## src/div_unit_defs.svh

```systemverilog
`ifndef DIV_UNIT_DEFS_SVH
`define DIV_UNIT_DEFS_SVH

// operand and result width
`define XLEN 64

// low half used by the word forms
`define WORD_W 32

// request queue depth, power of two
`define QUEUE_DEPTH 4
`define QUEUE_PTR_W 2

// request tag carried through to the result
`define TAG_W 4

// iteration counter, must hold XLEN
`define CNT_W 7

`endif
```

## src/div_unit_pkg.sv

```systemverilog
package div_unit_pkg;

	// ############################################################
	// M-extension divide opcodes
	// ############################################################
	typedef enum logic [2:0] {
		op_div   = 3'd0,
		op_divu  = 3'd1,
		op_rem   = 3'd2,
		op_remu  = 3'd3,
		op_divw  = 3'd4, // word forms from here on
		op_divuw = 3'd5,
		op_remw  = 3'd6,
		op_remuw = 3'd7
	} div_op_e;

	// ############################################################
	// divider control
	// ############################################################
	typedef enum logic [1:0] {
		div_idle = 2'd0,
		div_busy = 2'd1,
		div_done = 2'd2
	} div_state_e;

endpackage

```

## src/div_unit_top.sv

```systemverilog
`include "div_unit_defs.svh"

module div_unit_top (
	input  logic                    clk,
	input  logic                    reset,
	input  logic                    flush,
	input  logic                    in_valid,
	output logic                    in_ready,
	input  div_unit_pkg::div_op_e   in_op,
	input  logic [`XLEN-1:0]        in_a,
	input  logic [`XLEN-1:0]        in_b,
	input  logic [`TAG_W-1:0]       in_tag,
	output logic                    out_valid,
	input  logic                    out_ready,
	output logic [`XLEN-1:0]        out_result,
	output logic [`TAG_W-1:0]       out_tag
);

	// queue to prep
	logic                  q_valid, q_ready;
	div_unit_pkg::div_op_e q_op;
	logic [`XLEN-1:0]      q_a, q_b;
	logic [`TAG_W-1:0]     q_tag;

	// prep to divider, plus sideband to formatter
	logic                  p_valid, p_ready, p_word;
	logic [`XLEN-1:0]      p_dividend, p_divisor, p_orig_a;
	div_unit_pkg::div_op_e p_op;
	logic [`TAG_W-1:0]     p_tag;
	logic                  p_neg_quot, p_neg_rem, p_div_zero, p_overflow;

	// divider to formatter
	logic                  d_valid, d_ready;
	logic [`XLEN-1:0]      d_quot, d_rem;

	div_req_queue queue_i (
		.clk, .reset, .flush,
		.in_valid, .in_ready, .in_op, .in_a, .in_b, .in_tag,
		.q_valid, .q_ready, .q_op, .q_a, .q_b, .q_tag
	);

	div_operand_prep prep_i (
		.clk, .reset, .flush,
		.q_valid, .q_ready, .q_op, .q_a, .q_b, .q_tag,
		.p_valid, .p_ready, .p_dividend, .p_divisor, .p_word,
		.p_op, .p_tag, .p_neg_quot, .p_neg_rem, .p_div_zero, .p_overflow, .p_orig_a
	);

	iterative_divider divider_i (
		.clk, .reset, .flush,
		.p_valid, .p_ready, .p_dividend, .p_divisor, .p_word,
		.d_valid, .d_ready, .d_quot, .d_rem
	);

	div_result_format format_i (
		.clk, .reset, .flush,
		.d_valid, .d_ready, .d_quot, .d_rem,
		.p_valid, .p_ready,
		.p_op, .p_tag, .p_neg_quot, .p_neg_rem, .p_div_zero, .p_overflow, .p_orig_a,
		.out_valid, .out_ready, .out_result, .out_tag
	);

endmodule

```

## src/div_result_format.sv

```systemverilog
`include "div_unit_defs.svh"

module div_result_format (
	input  logic                    clk,
	input  logic                    reset,
	input  logic                    flush,
	input  logic                    d_valid,
	output logic                    d_ready,
	input  logic [`XLEN-1:0]        d_quot,
	input  logic [`XLEN-1:0]        d_rem,
	input  logic                    p_valid,
	input  logic                    p_ready,
	input  div_unit_pkg::div_op_e   p_op,
	input  logic [`TAG_W-1:0]       p_tag,
	input  logic                    p_neg_quot,
	input  logic                    p_neg_rem,
	input  logic                    p_div_zero,
	input  logic                    p_overflow,
	input  logic [`XLEN-1:0]        p_orig_a,
	output logic                    out_valid,
	input  logic                    out_ready,
	output logic [`XLEN-1:0]        out_result,
	output logic [`TAG_W-1:0]       out_tag
);

	// sideband of the op now in the divider
	div_unit_pkg::div_op_e sb_op;
	logic [`TAG_W-1:0]     sb_tag;
	logic                  sb_neg_quot;
	logic                  sb_neg_rem;
	logic                  sb_div_zero;
	logic                  sb_overflow;
	logic [`XLEN-1:0]      sb_orig_a;

	logic                  d_fire;
	logic                  is_rem;
	logic                  is_word;
	logic [`XLEN-1:0]      quot_fix;
	logic [`XLEN-1:0]      rem_fix;
	logic [`XLEN-1:0]      raw;
	logic [`XLEN-1:0]      result;

	assign d_ready = !out_valid || out_ready;
	assign d_fire  = d_valid && d_ready;

	always_ff @(posedge clk) begin
		if (p_valid && p_ready) begin // launch into the divider
			sb_op       <= p_op;
			sb_tag      <= p_tag;
			sb_neg_quot <= p_neg_quot;
			sb_neg_rem  <= p_neg_rem;
			sb_div_zero <= p_div_zero;
			sb_overflow <= p_overflow;
			sb_orig_a   <= p_orig_a;
		end
	end

	// ############################################################
	// sign fix, special cases, word extension
	// ############################################################
	always_comb begin
		is_rem   = sb_op[1]; // rem, remu, remw, remuw
		is_word  = sb_op[2];
		quot_fix = sb_neg_quot ? -d_quot : d_quot;
		rem_fix  = sb_neg_rem ? -d_rem : d_rem;
		if (sb_div_zero)
			raw = is_rem ? sb_orig_a : '1;
		else if (sb_overflow)
			raw = is_rem ? '0 : sb_orig_a;
		else
			raw = is_rem ? rem_fix : quot_fix;
		result = is_word ? {{(`XLEN-`WORD_W){raw[`WORD_W-1]}}, raw[`WORD_W-1:0]} : raw;
	end

	always_ff @(posedge clk) begin
		if (reset || flush)
			out_valid <= 1'b0;
		else if (d_ready)
			out_valid <= d_valid;
	end

	always_ff @(posedge clk) begin
		if (d_fire) begin
			out_result <= result;
			out_tag    <= sb_tag;
		end
	end

endmodule

```

## src/iterative_divider.sv

```systemverilog
`include "div_unit_defs.svh"

module iterative_divider (
	input  logic               clk,
	input  logic               reset,
	input  logic               flush,
	input  logic               p_valid,
	output logic               p_ready,
	input  logic [`XLEN-1:0]   p_dividend,
	input  logic [`XLEN-1:0]   p_divisor,
	input  logic               p_word,
	output logic               d_valid,
	input  logic               d_ready,
	output logic [`XLEN-1:0]   d_quot,
	output logic [`XLEN-1:0]   d_rem
);

	div_unit_pkg::div_state_e state;

	logic [2*`XLEN-1:0] rem_acc; // partial remainder over shifting dividend
	logic [`XLEN-1:0]   divisor_r;
	logic [`XLEN-1:0]   quot_sr;
	logic [`CNT_W-1:0]  cnt;
	logic [`CNT_W-1:0]  last_cnt;
	logic               word_r;
	logic [`XLEN:0]     part_sub; // sign bit tells if the trial fits
	logic               launch;

	assign p_ready = (state == div_unit_pkg::div_idle);
	assign d_valid = (state == div_unit_pkg::div_done);
	assign launch  = p_valid && p_ready;

	assign last_cnt = word_r ? `CNT_W'(`WORD_W - 1) : `CNT_W'(`XLEN - 1);
	assign part_sub = rem_acc[2*`XLEN-1:`XLEN-1] - {1'b0, divisor_r};

	assign d_quot = quot_sr;
	assign d_rem  = rem_acc[2*`XLEN-1:`XLEN];

	// ############################################################
	// control
	// ############################################################
	always_ff @(posedge clk) begin
		if (reset || flush) begin
			state <= div_unit_pkg::div_idle;
		end else begin
			case (state)
				div_unit_pkg::div_idle:
					if (launch)
						state <= div_unit_pkg::div_busy;
				div_unit_pkg::div_busy:
					if (cnt == last_cnt)
						state <= div_unit_pkg::div_done;
				div_unit_pkg::div_done:
					if (d_ready)
						state <= div_unit_pkg::div_idle;
				default:
					state <= div_unit_pkg::div_idle;
			endcase
		end
	end

	// datapath, one quotient bit per busy cycle
	always_ff @(posedge clk) begin
		if (launch) begin
			rem_acc   <= {{`XLEN{1'b0}}, p_dividend};
			divisor_r <= p_divisor;
			word_r    <= p_word;
			quot_sr   <= '0;
			cnt       <= '0;
		end else if (state == div_unit_pkg::div_busy) begin
			if (!part_sub[`XLEN]) begin
				rem_acc <= {part_sub[`XLEN-1:0], rem_acc[`XLEN-2:0], 1'b0};
				quot_sr <= {quot_sr[`XLEN-2:0], 1'b1};
			end else begin
				rem_acc <= {rem_acc[2*`XLEN-2:0], 1'b0};
				quot_sr <= {quot_sr[`XLEN-2:0], 1'b0};
			end
			cnt <= cnt + 1'b1;
		end
	end

endmodule

```

## src/div_operand_prep.sv

```systemverilog
`include "div_unit_defs.svh"

module div_operand_prep (
	input  logic                    clk,
	input  logic                    reset,
	input  logic                    flush,
	input  logic                    q_valid,
	output logic                    q_ready,
	input  div_unit_pkg::div_op_e   q_op,
	input  logic [`XLEN-1:0]        q_a,
	input  logic [`XLEN-1:0]        q_b,
	input  logic [`TAG_W-1:0]       q_tag,
	output logic                    p_valid,
	input  logic                    p_ready,
	output logic [`XLEN-1:0]        p_dividend,
	output logic [`XLEN-1:0]        p_divisor,
	output logic                    p_word,
	output div_unit_pkg::div_op_e   p_op,
	output logic [`TAG_W-1:0]       p_tag,
	output logic                    p_neg_quot,
	output logic                    p_neg_rem,
	output logic                    p_div_zero,
	output logic                    p_overflow,
	output logic [`XLEN-1:0]        p_orig_a
);

	logic                is_signed;
	logic                is_word;
	logic                a_neg;
	logic                b_neg;
	logic [`XLEN-1:0]    a_mag;
	logic [`XLEN-1:0]    b_mag;
	logic [`WORD_W-1:0]  a_lo_mag;
	logic [`WORD_W-1:0]  b_lo_mag;
	logic [`XLEN-1:0]    dividend;
	logic [`XLEN-1:0]    divisor;
	logic                div_zero;
	logic                overflow;
	logic                q_fire;

	// one-entry stage, refills in the cycle it drains
	assign q_ready = !p_valid || p_ready;
	assign q_fire  = q_valid && q_ready;

	// ############################################################
	// magnitudes and flags
	// ############################################################
	always_comb begin
		is_signed = (q_op == div_unit_pkg::op_div) || (q_op == div_unit_pkg::op_rem) ||
			(q_op == div_unit_pkg::op_divw) || (q_op == div_unit_pkg::op_remw);
		is_word = q_op[2]; // upper half of the encoding is the word forms

		a_neg = is_signed && (is_word ? q_a[`WORD_W-1] : q_a[`XLEN-1]);
		b_neg = is_signed && (is_word ? q_b[`WORD_W-1] : q_b[`XLEN-1]);

		a_mag    = a_neg ? -q_a : q_a;
		b_mag    = b_neg ? -q_b : q_b;
		a_lo_mag = a_neg ? -q_a[`WORD_W-1:0] : q_a[`WORD_W-1:0];
		b_lo_mag = b_neg ? -q_b[`WORD_W-1:0] : q_b[`WORD_W-1:0];

		// word dividend sits in the top half so 32 steps are enough
		dividend = is_word ? {a_lo_mag, {`WORD_W{1'b0}}} : a_mag;
		divisor  = is_word ? {{(`XLEN-`WORD_W){1'b0}}, b_lo_mag} : b_mag;

		div_zero = is_word ? (q_b[`WORD_W-1:0] == '0) : (q_b == '0);
		// most negative / -1
		overflow = is_signed && (is_word ?
			((q_a[`WORD_W-1:0] == {1'b1, {(`WORD_W-1){1'b0}}}) && (&q_b[`WORD_W-1:0])) :
			((q_a == {1'b1, {(`XLEN-1){1'b0}}}) && (&q_b)));
	end

	always_ff @(posedge clk) begin
		if (reset || flush)
			p_valid <= 1'b0;
		else if (q_ready)
			p_valid <= q_valid;
	end

	always_ff @(posedge clk) begin
		if (q_fire) begin
			p_dividend <= dividend;
			p_divisor  <= divisor;
			p_word     <= is_word;
			p_op       <= q_op;
			p_tag      <= q_tag;
			p_neg_quot <= a_neg ^ b_neg; // both already gated by signedness
			p_neg_rem  <= a_neg; // remainder follows the dividend
			p_div_zero <= div_zero;
			p_overflow <= overflow;
			p_orig_a   <= q_a;
		end
	end

endmodule

```

## src/div_req_queue.sv

```systemverilog
`include "div_unit_defs.svh"

module div_req_queue (
	input  logic                    clk,
	input  logic                    reset,
	input  logic                    flush,
	input  logic                    in_valid,
	output logic                    in_ready,
	input  div_unit_pkg::div_op_e   in_op,
	input  logic [`XLEN-1:0]        in_a,
	input  logic [`XLEN-1:0]        in_b,
	input  logic [`TAG_W-1:0]       in_tag,
	output logic                    q_valid,
	input  logic                    q_ready,
	output div_unit_pkg::div_op_e   q_op,
	output logic [`XLEN-1:0]        q_a,
	output logic [`XLEN-1:0]        q_b,
	output logic [`TAG_W-1:0]       q_tag
);

	// storage, one slot per request
	div_unit_pkg::div_op_e   op_mem  [`QUEUE_DEPTH];
	logic [`XLEN-1:0]        a_mem   [`QUEUE_DEPTH];
	logic [`XLEN-1:0]        b_mem   [`QUEUE_DEPTH];
	logic [`TAG_W-1:0]       tag_mem [`QUEUE_DEPTH];

	logic [`QUEUE_PTR_W-1:0] wr_ptr;
	logic [`QUEUE_PTR_W-1:0] rd_ptr;
	logic [`QUEUE_PTR_W:0]   count; // one extra bit to tell full from empty

	logic wr_en;
	logic rd_en;

	assign in_ready = (count != (`QUEUE_PTR_W+1)'(`QUEUE_DEPTH));
	assign q_valid  = (count != '0);

	assign wr_en = in_valid && in_ready;
	assign rd_en = q_valid && q_ready;

	// head of queue goes straight out
	assign q_op  = op_mem[rd_ptr];
	assign q_a   = a_mem[rd_ptr];
	assign q_b   = b_mem[rd_ptr];
	assign q_tag = tag_mem[rd_ptr];

	always_ff @(posedge clk) begin
		if (wr_en) begin
			op_mem[wr_ptr]  <= in_op;
			a_mem[wr_ptr]   <= in_a;
			b_mem[wr_ptr]   <= in_b;
			tag_mem[wr_ptr] <= in_tag;
		end
	end

	// ############################################################
	// pointers and occupancy
	// ############################################################
	always_ff @(posedge clk) begin
		if (reset || flush) begin
			wr_ptr <= '0;
			rd_ptr <= '0;
			count  <= '0;
		end else begin
			if (wr_en)
				wr_ptr <= wr_ptr + 1'b1; // wraps on power of two depth
			if (rd_en)
				rd_ptr <= rd_ptr + 1'b1;
			// simultaneous read and write leaves count alone
			if (wr_en && !rd_en)
				count <= count + 1'b1;
			else if (rd_en && !wr_en)
				count <= count - 1'b1;
		end
	end

endmodule

```

## config.mk

```make
export PLATFORM = sky130hd
export DESIGN_NAME = div_unit_top
export DESIGN_NICKNAME = d
export VERILOG_FILES = /design/src/div_unit_pkg.sv /design/src/div_unit_top.sv /design/src/div_result_format.sv /design/src/iterative_divider.sv /design/src/div_operand_prep.sv /design/src/div_req_queue.sv
export VERILOG_INCLUDE_DIRS = /design/src
export SDC_FILE = /design/constraint.sdc
export NUM_CORES = 2
export LEC_CHECK = 0
export ABC_AREA = 1
export ABC_CLOCK_PERIOD_IN_PS = 35900
export BUFFER_PORTS_ARGS = -buffer_cell sky130_fd_sc_hd__buf_2
export CORE_ASPECT_RATIO = 1.4
export CORE_MARGIN = 1
export CORE_UTILIZATION = 65
export CTS_CLUSTER_SIZE = 14
export DETAILED_ROUTE_END_ITERATION = 6
export PLACE_DENSITY = 0.85
export SLEW_MARGIN = 10
export SYNTH_ARGS = -nofsm -noshare
export SYNTH_HDL_FRONTEND = slang
export SYNTH_SLANG_ARGS = --single-unit
export TNS_END_PERCENT = 30
```

## constraint.sdc

```tcl
create_clock -name clk -period 35.9 [get_ports clk]
set_input_delay 1.795 -clock clk [delete_from_list [all_inputs] [get_ports clk]]
set_output_delay 1.795 -clock clk [all_outputs]
set_load 0.02 [all_outputs]
```

==> flow_summary.yaml <==
synthesis:
  synthArstFlopShare: 0
  synth_cell_type_count: 55
  ys_seq_elements: 1160
  synth_fp_nets: 7015
  synth_ff_type: "edfxtp_1"
  synth.avg_cell_area_sq_um: 8.628
  seq_area_frac_synth: 0.5686
  synth-edff-count: 1012
  netlist_area_sq_um: 58650
  ys_warn_count: 0
  synthCells: 6798
die:
  start_util: 0.6544
  die_h_um: 357.4
  die_area_sq_um: 91450
  rows: 130
  fp.dieW_um: 255.9
  core_area_sq_um: 89620
  io_pins: 210
power:
  p_leak_nw: 27.80
  irDropWorstVdd_uv: 81.26
  swShare: 0.3852
  switching_power_mw: 1.767
  intPower_mw: 2.819
  powerDensity_nw_per_um2: 71.78
  p_seq_frac: 0.424
  clkPwrFrac: 0.248
  combPwrFrac: 0.328
clocking:
  clockRootBuffer: "clkbuf_16"
  clkTransAtPathRegs_ns: 0.07
  clk_latency_ns: 0.75
  cts_buffers: 105
  cts_tree: "yes"
  cts_buffer_depth: 3
  cts_hold_buffers: 0
  cts_resized: 0
  cts_htree_levels: 3
  clock_sinks: 1160
  cts_setup_buffers: 0
timing:
  max_freq_mhz: 178.2
  fin_crit_sh: 0.1564
  setup_viol: 0
  finClkSkew_ns: 0.07350
  worstMarginPinSlew_ns: 1.313
  slew_headroom: 0.1249
  layout_min_cycle_time_ns: 5.613
  hold_violations: 0
  rsz0062_at_grt: "no"
  tns_ns: 0
  slew_viol_final: 0
grt:
  grt_pass1_vias: 47210
  antenna_found_initial: 9
  grt_pass1_wl_mm: 286.8
  grt_usage: 0.4240
  overflow: 0
  grt_max_degree: 171
place:
  hpwl_mm: 141.1
  io_buffers: 209
  globalplace.congestion: 1.097
worst_setup_path:
  worstSetupPathType: "flip-flop to flip-flop"
  r2r_setup_slack_ns: 30.29
  critPathMaxFanout: 56
  cp-start-kind: "flip-flop"
  crit_path_end_kind: "flip-flop"
  cp.required_ns: 36.34
  arrival_ns: 6.05
layout:
  layout_common_cells: "2,358 x nand2_1, 1,012 x edfxtp_1, 732 x nand3_1"
  area_growth_pct: 8.924
  largestRegisters: "queue_i.a_mem (256), queue_i.b_mem (256), divider_i.rem_acc (128)"
  layout_commonest_cell: "nand2_1"
  fin_util: 0.7128
  drive_gt1_frac: 0.07271
  nets: 7138
routing:
  drt_wl_total_mm: 197.9
  vias_per_cell: 6.138
  drt_iter0_markers: 6908
  wire_per_inst_um: 24.13
  drtPass1Iterations: 6
  ant_nets: 0
  drc: 0
  vias: 50320
outcome:
  outcome: "finished, final reports clean"
worst_hold_path:
  hold_path_class: "flip-flop to flip-flop"
flow_run:
  drv_cap: 0
[cells in the mapped netlist (7+ instances only)]
| master | instances | share of area |
|---|---|---|
| nand2_1 | 2361 | 0.15 |
| edfxtp_1 | 1012 | 0.52 |
| nand3_1 | 732 | 0.062 |
| inv_1 | 713 | 0.046 |
| nor2_1 | 555 | 0.036 |
| o21ai_0 | 223 | 0.019 |
| a21oi_1 | 183 | 0.016 |
| dfxtp_1 | 148 | 0.051 |
| clkbuf_1 | 116 | 0.0074 |
| nand4_1 | 114 | 0.012 |
| ha_1 | 75 | 0.016 |
| o22ai_1 | 72 | 0.0077 |
| buf_2 | 65 | 0.0055 |
| xor2_1 | 56 | 0.0084 |
| nor3_1 | 45 | 0.0038 |
| nand2_2 | 40 | 0.0043 |
| xnor2_1 | 34 | 0.0051 |
| a31oi_1 | 31 | 0.0033 |
| buf_6 | 26 | 0.0050 |
| o21ai_1 | 24 | 0.0020 |
| o21bai_1 | 18 | 0.0023 |
| buf_1 | 15 | 0.00096 |
| buf_4 | 14 | 0.0018 |
| nor2_2 | 13 | 0.0014 |
| inv_2 | 12 | 0.00077 |
| nand3b_1 | 10 | 0.0013 |
| nor4_1 | 10 | 0.0011 |
| o211ai_1 | 7 | 0.00090 |
[power by group through the flow]
stage	Combinational [mW]	Sequential (mW)	Clock, mW
2_1_floorplan	1.00	1.97	0
3_3_place_gp	1.41	1.95	0
3_5_place_dp	1.44	1.96	0
4_1_cts	1.46	1.94	1.13
5_1_grt	1.62	1.95	1.18
6_report	1.50	1.94	1.14
[final cells by class]
type	instances	area, sq um
clock buffers	139	2826
diodes	10	25.02
repair buffers	252	1394
clock inverters	47	614.3
multi-input cells	4674	21430
fillers	6544	25740
inverters	728	2750
flip-flops and latches	1160	33360
well taps	1188	1486
[worst paths after layout]
path         cells past startpoint                           endpoint                            from
max                             15    prep_i.p_dividend[36]$_DFFE_PP_                       flip-flop
min                              0  divider_i.divisor_r[24]$_DFFE_PP_  prep_i.p_divisor[24]$_DFFE_PP_
max reg2reg                     15    prep_i.p_dividend[36]$_DFFE_PP_                       flip-flop
min reg2reg                      0  divider_i.divisor_r[24]$_DFFE_PP_  prep_i.p_divisor[24]$_DFFE_PP_
[metal layers]
metal  vias to the layer above  GRT usage  wire length [um]  share of wire
met2                      3483     0.7066             94470           0.48
met4                         0     0.3388             17570          0.089
li1                      22770          -                 -              -
met1                     23300     0.4997             68010           0.34
met5                         -          0                 0              0
met3                       768    0.05371             17800          0.090
[per-stage QoR]
stage / hold WS (ns) / power (mW) / std cells / cell area, sq um / worst slack (ns)
after detailed placement: 0.4045 / 3.401 / 8002 / 60420 / 30.37
after global routing: 0.3965 / 4.759 / 8196 / 63880 / 29.92
final: 0.3890 / 4.586 / 8198 / 63890 / 30.29
after floorplan: 0.4003 / 2.975 / 6798 / 58650 / 22.47
after global placement: 0.4009 / 3.358 / 8002 / 60420 / 30.44
after CTS: 0.3970 / 4.527 / 8188 / 63860 / 30.37
[kinds of logic after synthesis]
kind of cell	Yosys count	share of synthesized area
AO/OA/AOI/OAI	584	0.05493
XOR/XNOR	90	0.01344
adder cells (fa/ha/maj)	77	0.01668
buffers and inverters	964	0.06731
flip-flops	1160	0.5686
AND/OR/NAND/NOR	3923	0.2790
[worst max-delay path: stages (launching register included)]
cell and delay, ns:
dfxtp_4 0.68, buf_4 0.48, inv_4 0.36, nand3_1 0.23
nand2_2 0.37, inv_2 0.33, buf_4 0.49, nand2_1 0.17
nand3_2 0.46, inv_2 0.56, nand2_2 0.33, nand3_1 0.17
nor2_2 0.27, nand2_1 0.09, nand3_1 0.16, o21ai_0 0.11
Note: power is estimated with default switching activity, not from simulation.
